<file path="src/verilog/epp_pkg.sv">
// Host parallel port register map
// Host register addresses, status bit positions
// and depth of the strobe synchronizer
package epp_pkg;

   // Host register addresses, loaded by an address strobe cycle
   localparam logic [7:0] EPP_REG_DATA   = 8'd0;   // Mailbox byte
   localparam logic [7:0] EPP_REG_STATUS = 8'd1;   // Mailbox flags

   // Status byte bits, same layout on host and bus side
   localparam int ST_TO_CORE_FULL    = 0;   // Host byte waiting for the bus
   localparam int ST_FROM_CORE_VALID = 1;   // Bus byte waiting for the host

   // Flops on each host strobe before use
   localparam int EPP_SYNC_STAGES = 2;

endpackage

</file>
<file path="src/verilog/soc_bus_pkg.sv">
// Bus and address map of the peripheral subsystem
// Data and address widths of the single-master bus
// One-hot peripheral select bits and register select bit
// LED count and FM transmitter widths
package soc_bus_pkg;

   // Bus widths
   localparam int BUS_DW = 32;       // Data word
   localparam int BUS_AW = 8;        // Byte address

   // One-hot select bits in the address, one per peripheral
   localparam int SEL_LED_BIT = 4;   // LED register
   localparam int SEL_EPP_BIT = 5;   // Host parallel port
   localparam int SEL_FM_BIT  = 6;   // FM transmitter

   // Register inside a peripheral
   localparam int REG_SEL_BIT = 2;   // 0 data, 1 status

   // LED output register
   localparam int LED_W = 4;

   // FM carrier generator
   localparam int FM_TUNE_W  = 15;   // Tuning word, enable sits just above it
   localparam int FM_PHASE_W = 20;   // Phase accumulator

endpackage

</file>
<file path="src/verilog/epp_port.sv">
// Host parallel port slave
// Strobe synchronizers and host address register
// Wait handshake towards the host, split data bus in/out/enable
// To-core and from-core byte mailboxes with full/valid flags
// Bus slave side with one-cycle ack
`timescale 1ns/100ps

module epp_port (
   input  logic                           CLK_I,
   input  logic                           rst_n,
   input  logic                           stb,
   input  logic                           we,
   input  logic                           reg_sel,
   input  logic [soc_bus_pkg::BUS_DW-1:0] dat_w,
   input  logic                           epp_astb_n,
   input  logic                           epp_dstb_n,
   input  logic                           epp_write_n,
   input  logic [7:0]                     epp_db_in,
   output logic                           ack,
   output logic [soc_bus_pkg::BUS_DW-1:0] rdata,
   output logic [7:0]                     epp_db_out,
   output logic                           epp_db_oe,
   output logic                           epp_wait
);
   logic [epp_pkg::EPP_SYNC_STAGES-1:0] astb_sync;
   logic [epp_pkg::EPP_SYNC_STAGES-1:0] dstb_sync;
   logic       astb_s;              // Synchronized strobes, active low
   logic       dstb_s;
   logic       host_go;             // Action cycle of a host access
   logic       host_data;           // Data strobe cycle
   logic       host_wr;
   logic [7:0] host_adr_q;
   logic [7:0] to_core_q;           // Mailbox host -> bus
   logic       to_core_full_q;
   logic [7:0] from_core_q;         // Mailbox bus -> host
   logic       from_core_valid_q;
   logic [7:0] status;
   logic       bus_go;              // First stb cycle of a bus access
   logic       ack_q;
   logic [7:0] rd_byte_q;
   logic       full_set;
   logic       full_clr;
   logic       valid_set;
   logic       valid_clr;

   assign astb_s = astb_sync[epp_pkg::EPP_SYNC_STAGES-1];
   assign dstb_s = dstb_sync[epp_pkg::EPP_SYNC_STAGES-1];

   // One access per strobe, wait blocks repeats until release
   assign host_go   = ~epp_wait & ~(astb_s & dstb_s);
   assign host_data = ~dstb_s;
   assign host_wr   = ~epp_write_n;   // Held stable by the host during the strobe

   assign bus_go = stb & ~ack_q;

   // Flag updates from both sides
   assign full_set  = host_go & host_data & host_wr & (host_adr_q == epp_pkg::EPP_REG_DATA);
   assign valid_clr = host_go & host_data & ~host_wr & (host_adr_q == epp_pkg::EPP_REG_DATA);
   assign full_clr  = bus_go & ~we & ~reg_sel;
   assign valid_set = bus_go & we & ~reg_sel;

   always_comb begin
      status = '0;
      status[epp_pkg::ST_TO_CORE_FULL]    = to_core_full_q;
      status[epp_pkg::ST_FROM_CORE_VALID] = from_core_valid_q;
   end

   always_ff @(posedge CLK_I or negedge rst_n) begin
      if (!rst_n) begin
         astb_sync <= '1;   // Strobes idle high
         dstb_sync <= '1;
      end else begin
         astb_sync <= {astb_sync[epp_pkg::EPP_SYNC_STAGES-2:0], epp_astb_n};
         dstb_sync <= {dstb_sync[epp_pkg::EPP_SYNC_STAGES-2:0], epp_dstb_n};
      end
   end

   always_ff @(posedge CLK_I or negedge rst_n) begin
      if (!rst_n) begin
         epp_wait          <= 1'b0;
         epp_db_oe         <= 1'b0;
         host_adr_q        <= '0;
         to_core_full_q    <= 1'b0;
         from_core_valid_q <= 1'b0;
         ack_q             <= 1'b0;
      end else begin
         if (host_go) begin
            epp_wait  <= 1'b1;
            epp_db_oe <= ~host_wr;   // Drive bus only on host reads
            if (~host_data & host_wr) begin
               host_adr_q <= epp_db_in;
            end
         end else if (epp_wait & astb_s & dstb_s) begin
            epp_wait  <= 1'b0;       // Strobe release seen
            epp_db_oe <= 1'b0;
         end
         // A set in the same cycle wins, it carries the newer byte
         to_core_full_q    <= full_set | (to_core_full_q & ~full_clr);
         from_core_valid_q <= valid_set | (from_core_valid_q & ~valid_clr);
         ack_q             <= bus_go;
      end
   end

   // Mailbox bytes and read data
   always_ff @(posedge CLK_I) begin
      if (full_set) begin
         to_core_q <= epp_db_in;     // Overwrites an unread byte
      end
      if (valid_set) begin
         from_core_q <= dat_w[7:0];
      end
      if (host_go & ~host_wr) begin
         if (~host_data) begin
            epp_db_out <= host_adr_q;
         end else if (host_adr_q == epp_pkg::EPP_REG_DATA) begin
            epp_db_out <= from_core_q;
         end else if (host_adr_q == epp_pkg::EPP_REG_STATUS) begin
            epp_db_out <= status;
         end else begin
            epp_db_out <= '0;
         end
      end
      if (bus_go) begin
         rd_byte_q <= reg_sel ? status : to_core_q;
      end
   end

   assign ack   = ack_q;
   assign rdata = ack_q ? {{(soc_bus_pkg::BUS_DW-8){1'b0}}, rd_byte_q} : '0;

endmodule

</file>
<file path="src/verilog/fm_nco.sv">
// FM carrier generator
// Bus-programmed tuning word and enable
// Phase accumulator, top bit drives the antenna
`timescale 1ns/100ps

module fm_nco (
   input  logic                           CLK_I,
   input  logic                           rst_n,
   input  logic                           stb,
   input  logic                           we,
   input  logic [soc_bus_pkg::BUS_DW-1:0] dat_w,
   output logic                           ack,
   output logic [soc_bus_pkg::BUS_DW-1:0] rdata,
   output logic                           antenna
);
   logic                               ack_q;
   logic                               wr_go;     // First stb cycle of a write
   logic                               en_q;
   logic [soc_bus_pkg::FM_TUNE_W-1:0]  tune_q;
   logic [soc_bus_pkg::FM_PHASE_W-1:0] phase_q;

   assign wr_go = stb & we & ~ack_q;

   // Write clears phase at the edge that raises ack,
   // first add at the edge closing the ack cycle
   always_ff @(posedge CLK_I or negedge rst_n) begin
      if (!rst_n) begin
         ack_q   <= 1'b0;
         en_q    <= 1'b0;
         tune_q  <= '0;
         phase_q <= '0;
         antenna <= 1'b0;
      end else begin
         ack_q   <= stb & ~ack_q;
         antenna <= en_q & phase_q[soc_bus_pkg::FM_PHASE_W-1];   // Zero while disabled
         if (wr_go) begin
            tune_q  <= dat_w[soc_bus_pkg::FM_TUNE_W-1:0];
            en_q    <= dat_w[soc_bus_pkg::FM_TUNE_W];       // Enable just above tuning word
            phase_q <= '0;
         end else if (en_q) begin
            phase_q <= phase_q +
                       {{(soc_bus_pkg::FM_PHASE_W-soc_bus_pkg::FM_TUNE_W){1'b0}}, tune_q};
         end
      end
   end

   assign ack   = ack_q;
   // Read back enable and tuning word
   assign rdata = ack_q ?
                  {{(soc_bus_pkg::BUS_DW-soc_bus_pkg::FM_TUNE_W-1){1'b0}}, en_q, tune_q} : '0;

endmodule

</file>
<file path="src/verilog/periph_interconnect.sv">
// Peripheral bus interconnect
// One-hot address decode into per-slave strobes
// Ack and read-data merge over all slaves
// LED register and default slave for unmapped addresses
`timescale 1ns/100ps

module periph_interconnect (
   input  logic                           CLK_I,
   input  logic                           rst_n,
   input  logic                           stb,
   input  logic                           we,
   input  logic [soc_bus_pkg::BUS_AW-1:0] adr,
   input  logic [soc_bus_pkg::BUS_DW-1:0] dat_w,
   input  logic                           epp_ack,
   input  logic [soc_bus_pkg::BUS_DW-1:0] epp_rdata,
   input  logic                           fm_ack,
   input  logic [soc_bus_pkg::BUS_DW-1:0] fm_rdata,
   output logic                           ack,
   output logic [soc_bus_pkg::BUS_DW-1:0] dat_r,
   output logic                           epp_stb,
   output logic                           fm_stb,
   output logic                           reg_sel,
   output logic [soc_bus_pkg::LED_W-1:0]  led
);
   logic                           led_hit;     // LED register addressed
   logic                           none_hit;    // No select bit set
   logic                           loc_ack_q;   // Ack for LED and unmapped
   logic [soc_bus_pkg::BUS_DW-1:0] loc_rdata;

   assign led_hit  = adr[soc_bus_pkg::SEL_LED_BIT];
   assign none_hit = ~(led_hit | adr[soc_bus_pkg::SEL_EPP_BIT] | adr[soc_bus_pkg::SEL_FM_BIT]);
   assign epp_stb  = stb & adr[soc_bus_pkg::SEL_EPP_BIT];
   assign fm_stb   = stb & adr[soc_bus_pkg::SEL_FM_BIT];
   assign reg_sel  = adr[soc_bus_pkg::REG_SEL_BIT];   // Shared by all slaves

   // Local slave, same one-cycle ack rule as the others
   always_ff @(posedge CLK_I or negedge rst_n) begin
      if (!rst_n) begin
         loc_ack_q <= 1'b0;
         led       <= '0;
      end else begin
         loc_ack_q <= stb & (led_hit | none_hit) & ~loc_ack_q;   // Ignore stb in ack cycle
         if (stb & led_hit & we & ~loc_ack_q) begin
            led <= dat_w[soc_bus_pkg::LED_W-1:0];
         end
      end
   end

   // Unmapped reads return zero
   assign loc_rdata = (loc_ack_q & led_hit & ~we) ?
                      {{(soc_bus_pkg::BUS_DW-soc_bus_pkg::LED_W){1'b0}}, led} : '0;

   // Slaves drive zero outside their ack cycle, so plain OR merge
   assign ack   = loc_ack_q | epp_ack | fm_ack;
   assign dat_r = loc_rdata | epp_rdata | fm_rdata;

endmodule

</file>
<file path="src/verilog/periph_top.sv">
// Peripheral subsystem top
// Bus interconnect with LED register, host parallel port
// and FM transmitter, bus master outside
`timescale 1ns/100ps

module periph_top (
   input  logic                           CLK_I,
   input  logic                           rst_n,
   input  logic                           stb,
   input  logic                           we,
   input  logic [soc_bus_pkg::BUS_AW-1:0] adr,
   input  logic [soc_bus_pkg::BUS_DW-1:0] dat_w,
   output logic [soc_bus_pkg::BUS_DW-1:0] dat_r,
   output logic                           ack,
   input  logic                           epp_astb_n,
   input  logic                           epp_dstb_n,
   input  logic                           epp_write_n,
   input  logic [7:0]                     epp_db_in,
   output logic [7:0]                     epp_db_out,
   output logic                           epp_db_oe,
   output logic                           epp_wait,
   output logic [soc_bus_pkg::LED_W-1:0]  led,
   output logic                           antenna
);
   logic                           epp_stb;
   logic                           epp_ack;
   logic [soc_bus_pkg::BUS_DW-1:0] epp_rdata;
   logic                           fm_stb;
   logic                           fm_ack;
   logic [soc_bus_pkg::BUS_DW-1:0] fm_rdata;
   logic                           reg_sel;   // Register bit for all slaves

   periph_interconnect u_ic (
      .CLK_I     (CLK_I),
      .rst_n     (rst_n),
      .stb       (stb),
      .we        (we),
      .adr       (adr),
      .dat_w     (dat_w),
      .epp_ack   (epp_ack),
      .epp_rdata (epp_rdata),
      .fm_ack    (fm_ack),
      .fm_rdata  (fm_rdata),
      .ack       (ack),
      .dat_r     (dat_r),
      .epp_stb   (epp_stb),
      .fm_stb    (fm_stb),
      .reg_sel   (reg_sel),
      .led       (led)
   );

   epp_port u_epp (
      .CLK_I       (CLK_I),
      .rst_n       (rst_n),
      .stb         (epp_stb),
      .we          (we),
      .reg_sel     (reg_sel),
      .dat_w       (dat_w),
      .epp_astb_n  (epp_astb_n),
      .epp_dstb_n  (epp_dstb_n),
      .epp_write_n (epp_write_n),
      .epp_db_in   (epp_db_in),
      .ack         (epp_ack),
      .rdata       (epp_rdata),
      .epp_db_out  (epp_db_out),
      .epp_db_oe   (epp_db_oe),
      .epp_wait    (epp_wait)
   );

   fm_nco u_fm (
      .CLK_I   (CLK_I),
      .rst_n   (rst_n),
      .stb     (fm_stb),
      .we      (we),
      .dat_w   (dat_w),
      .ack     (fm_ack),
      .rdata   (fm_rdata),
      .antenna (antenna)
   );

endmodule

</file>
<file path="config.mk">
export PLATFORM = sky130hd
export DESIGN_NAME = periph_top
export DESIGN_NICKNAME = d
export VERILOG_FILES = /design/src/verilog/epp_pkg.sv /design/src/verilog/soc_bus_pkg.sv /design/src/verilog/epp_port.sv /design/src/verilog/fm_nco.sv /design/src/verilog/periph_interconnect.sv /design/src/verilog/periph_top.sv
export SDC_FILE = /design/constraint.sdc
export NUM_CORES = 1
export LEC_CHECK = 0
export ABC_AREA = 1
export BUFFER_PORTS_ARGS = -buffer_cell sky130_fd_sc_hd__clkbuf_2
export CELL_PAD_IN_SITES_DETAIL_PLACEMENT = 1
export CELL_PAD_IN_SITES_GLOBAL_PLACEMENT = 2
export CORE_MARGIN = 2
export CORE_UTILIZATION = 24
export CTS_CLUSTER_DIAMETER = 100
export CTS_CLUSTER_SIZE = 14
export DETAILED_ROUTE_END_ITERATION = 10
export PLACE_DENSITY = 0.66
export SYNTH_ARGS = -nofsm -noshare
export SYNTH_HDL_FRONTEND = slang
export SYNTH_HIERARCHICAL = 1
export SYNTH_SLANG_ARGS = --single-unit
</file>
<file path="constraint.sdc">
create_clock -name CLK_I -period 4.55 [get_ports CLK_I]
set_input_delay 0.91 -clock CLK_I [delete_from_list [all_inputs] [get_ports CLK_I]]
set_output_delay 0.91 -clock CLK_I [all_outputs]
set_load 0.02 [all_outputs]
</file>
# Word-level counts from Yosys, hierarchy flattened
# Cells that the tools add are included.
# op_classes
addsub	1
n_eq_ne	1
mux	12
n_bitwise	52
n_reduce_logical	4
# op_table
operator	count
$or 32x32->32	2
$mux 20	2
$and 1x1->1	31
$mux 8	3
$add 20x15->20	1
$mux 16	1
$not 1->1	12
$eq 8x1->1 const B	1
$logic_not 8->1	1
$or 1x1->1	7
$mux 2	2
$mux 4	1
$reduce_bool 2->1	2
$mux 1	3
$reduce_and 2->1	1
# totals
reg_bits	92
in_bits	55
output_inout_bits	48
wordCells	90

# Depth between registers and ports, before layout
# logic_depth
word_depth	9
depth_mapped	14

# Hierarchy
# The synthesis kept the hierarchy.
# modules_own_cells
module	n_inst	cells_each	area_per_inst_um2	seq_area_each_um2
fm_nco	1	372	2625.0	950.9
epp_port	1	196	2105.8	1391.3
periph_interconnect	1	73	491.7	125.1

# Least setup slack after synthesis
# OpenSTA, ideal clock, no wires.
# synth_path
path_kind	input -> register
start	in stb
end	reg u_epp.from_core_q[0] (enable)
arrival_time_ns	1.858
path_slack_ns	2.368
cell_stages	6
path_buffers	0
path_cell_list	nand2_1 inv_1 inv_1 nor2_1 nand3_1 inv_1
# synth_via
elab_chain_len	4
# synth_lines
item	line	rtl
start: declaration	periph_top.sv:9	input logic stb,
$and 1x1->1	periph_interconnect.sv:32	assign epp_stb = stb & adr[soc_bus_pkg::SEL_EPP_BIT];
via epp_stb	periph_top.sv:25	logic epp_stb;
$and 1x1->1	epp_port.sv:54	assign bus_go = stb & ~ack_q;
via u_epp.bus_go	epp_port.sv:38	logic bus_go;
$and 1x1->1 (2 in series)	epp_port.sv:60	assign valid_set = bus_go & we & ~reg_sel;
via u_epp.valid_set	epp_port.sv:43	logic valid_set;
end signal: assignment	epp_port.sv:110	from_core_q <= dat_w[7:0];
end: declaration	epp_port.sv:35	logic [7:0] from_core_q;
# The timed path passes the listed nets, and every way through them passes these cells.
# A chain may end at the register's enable or synchronous reset.

# Worst setup path after layout
# layout_path
start	reg u_fm.ack_q (netlist: u_fm/ack)
end	out dat_r[6] in the netlist's numbering
# layout_via
elab_chain_len	2
# layout_lines
item	line	rtl
start: declaration	fm_nco.sv:16	logic ack_q;
start signal: assignment	fm_nco.sv:34	ack_q <= stb & ~ack_q;
$mux 16	fm_nco.sv:49	assign rdata = ack_q ?
via fm_rdata (one bit)	periph_top.sv:30	logic [soc_bus_pkg::BUS_DW-1:0] fm_rdata;
$or 32x32->32	periph_interconnect.sv:55	assign dat_r = loc_rdata | epp_rdata | fm_rdata;
end: declaration	periph_top.sv:13	output logic [soc_bus_pkg::BUS_DW-1:0] dat_r,
# The timed path passes the listed nets, and every way through them passes these cells.

==> summary.txt <==
STA
  – Final Hold Fails: 0
  – Final TNS setup: 0 ps
  – Setup Viol. Count Final: 0
  – Count of pins over their slew limit: 0
  – Final min period: ~2600 ps
  – Final Cycle Share: 57.0%
  – Worst rel slew slack: 39.3%
  – Worst-margin pin slew: 907 ps
  – Fmax: 0.385 GHz
  – Clock skew: 11.1 ps
  – RSZ-0062 raised after global routing: no
  – Hold_ws: 360 ps

Yosys
  – Synth Instances: 641
  – Yosys warnings: 6
  – Seq/Total Area, Yosys: between 40% and 50%
  – Largest area contributor in the netlist: dfrtp_1
  – Main synth FF type: dfrtp_1
  – Ranking of synthesized cells by area: dfrtp_1 (27%), edfxtp_1 (18%), nand2_1 (14%), buf_4 (6.2%), inv_1 (5.2%)
  – Synth top area share: 26.8%
  – Mean Syn Cell Area: 8.15 sq um
  – Ys async rst share: 65.2%
  – Post-Syn Area: 0.00522 sq mm
  – Distinct cells, synth: 38
  – FF+latch count, synth: 92
  – Number of enable flip-flop cells after synthesis: 32

Global route
  – First-pass GRT wire length: approximately 22 mm
  – Number of global-route vias before repair: 4391
  – GRT overflow: 0
  – Gr usage total: 12.7%
  – Largest net degree at the start of global routing: 36
  – Number of antenna violations at the first check in global routing: 0

Clocking
  – Worst-skew pair later-pin latency: about 350 ps
  – CTS tree: built
  – Clk root buf: clkbuf_16
  – Post-CTS Setup Repair Bufs: 0
  – Reg clk slew, reported paths: 70 ps
  – H-tree lvl count: 3
  – Max clock buf depth: 2
  – # resized after CTS: 0
  – Hold buffer count at cts: 0
  – Inserted Clock Buffers: 9
  – Clk sink count: 92

Setup path
  – CP Launch Type: flop
  – Crit path capture type: primary output
  – Crit path max fanout: 18
  – CP required: ~3600 ps
  – Crit path arrival time: 1680 ps
  – Setup CP Type: reg -> out

Placed design
  – Placed cells: approximately 970
  – DP Wirelength: 10.8 mm
  – I/O Buffers: 66
  – GPL Wtd Cong: around 0.8

Die
  – Die extent in y: 152 microns
  – Core ar.: between 0.02 and 0.025 sq mm
  – Num ports: approximately 100
  – Die area: 0.0230 sq mm
  – Row cnt: 53
  – Starting density of the core: about 25%
  – Chip width: about 150 microns

Detailed routing
  – Routed Antenna Nets: 0
  – Router iterations before antenna repair: 4
  – Wirelength per Cell: 13.9 microns
  – Vias per cell: between 4 and 5
  – DRC: 0
  – Routed WL: 13.7 mm
  – DR vias: between 4000 and 5000
  – Drt initial violations: 186

Pwr
  – Leakage power: 3.17 nW
  – Peak VDD IR: 0.000168 V
  – Psw: 1.09 mW
  – Sw Share: 38.7%
  – Comb pwr share: roughly 34%
  – Int Power: 1.72 mW
  – Total power divided by cell area: 472 mW/mm^2
  – Clock power frac: 26.2%
  – Flop pwr share: 40.1%

Finish
  – Non-Filler Instances: 984
  – Post-Route Utilization: between 20% and 30%
  – Synth-to-Final Area Change: 13.8%
  – Layout cells sized above 1: between 10% and 20%
  – Diodes inserted: 0
  – NumNets Final: approximately 780

Outcome
  – Status: completed

Run
  – Max capacitance violation total: 0

Worst hold path
  – Worst hold path class: reg -> reg
state kept, by name, summed over array words and instances (netlist names):
name / flops
u_epp/rd_byte_q: 8
u_fm/phase_q: 20
u_epp/epp_db_oe: 1
u_fm/ack: 1
u_fm/en_q: 1
u_epp/to_core_full_q: 1
u_epp/to_core_q: 8
u_epp/astb_sync: 2
u_epp/host_adr_q: 8
u_epp/dstb_sync: 2
u_fm/tune_q: 15
u_epp/epp_db_out: 8
u_fm/antenna: 1
u_ic/loc_ack_q: 1
u_ic/led: 4
u_epp/from_core_valid_q: 1
u_epp/ack: 1
u_epp/epp_wait: 1
u_epp/from_core_q: 8
layer usage:
| metal | share of wire [%] | global-route usage [%] | up-vias |
|---|---|---|---|
| met5 | 0 | 0 | - |
| met4 | 1.3 | 3.75 | 0 |
| met3 | 3.4 | 2.04 | 12 |
| met2 | 48 | 21.3 | 60 |
| met1 | 47 | 16.8 | 1993 |
| li1 | - | - | 2058 |
area by class of cell:
cell class | instances | area (sq um)
multi-input combinational | 457 | 2220
inverter | 77 | 293
sequential | 92 | 2470
clock inverter | 7 | 56.3
timing repair buffer | 67 | 338
tap | 275 | 344
clock buffer | 9 | 225
fill | 2626 | 15300
per-stage QoR:
step | setup slack (ps) | power [mW] | instance area, sq um
2_1_floorplan | 2370 | 1.84 | 5370
3_3_place_gp | 1850 | 2.07 | 5660
3_5_place_dp | 1750 | 2.10 | 5660
4_1_cts | 1930 | 2.85 | 5940
5_1_grt | 1820 | 3.04 | 5940
6_report | 1960 | 2.80 | 5940
critical path, cell delays in order (launching register included):
cell and delay (ps):
dfrtp_1 800, nand2_1 150, inv_1 100, or2_1 110, clkbuf_2 160
cell families (layout without fill, tap and decap cells):
logic type,after synthesis,after routing,share of synthesized area (%)
xor+xnor,6,6,1.01
compound gates,59,59,5.94
fa+ha+maj,16,16,3.98
other cells,2,40,0.144
simple gates,336,336,28.7
buf+inv,130,160,13.0
flops,92,92,47.2
path summary, 6_finish.rpt:
check,cells past startpoint,from,end,slack [ps]
setup / recovery,4,u_fm/ack,dat_r[6],1960
hold / removal,0,u_epp/astb_sync[0],u_epp/astb_sync[1],360
setup reg to reg,3,u_epp/ack,u_epp/from_core_q[5],2400
min in group asynchronous,1,rst_n,u_epp/host_adr_q[5],600
max in group asynchronous,2,rst_n,u_fm/phase_q[17],2970
hold reg to reg,0,u_epp/astb_sync[0],u_epp/astb_sync[1],360
layout by cell type, fill, tap and decap left out, types with 5 or more instances in the layout:
cell	count
nand2_1	199
inv_1	73
clkbuf_2	66
dfrtp_1	56
nor2_1	50
conb_1	40
edfxtp_1	32
nand3_1	30
o21ai_0	28
a21oi_1	22
or2_2	18
ha_1	15
or2_1	10
clkbuf_16	9
nand2_2	7
xnor2_1	5
cell usage after synthesis (4+ instances only):
cell type and count:
buf_4 43, xnor2_1 5, nand2_1 199, ha_1 15
nand4_1 4, inv_1 73, nand3_1 30, nor2_2 4
or2_1 10, clkbuf_1 5, nand2_2 7, or2_2 18
o21ai_0 28, edfxtp_1 32, a21oi_1 22, dfstp_2 4
o21ai_1 4, nor2_1 50, dfrtp_1 56, nor2_4 4
power by group through the flow:
stage	clock, mW	combinational [mW]	sequential [mW]
2_1_floorplan	0	0.731	1.11
3_3_place_gp	0	0.933	1.13
5_1_grt	0.796	1.10	1.14
4_1_cts	0.763	0.961	1.13
6_report	0.734	0.945	1.12
3_5_place_dp	0	0.957	1.14
Note: power is estimated with default switching activity, not from simulation.
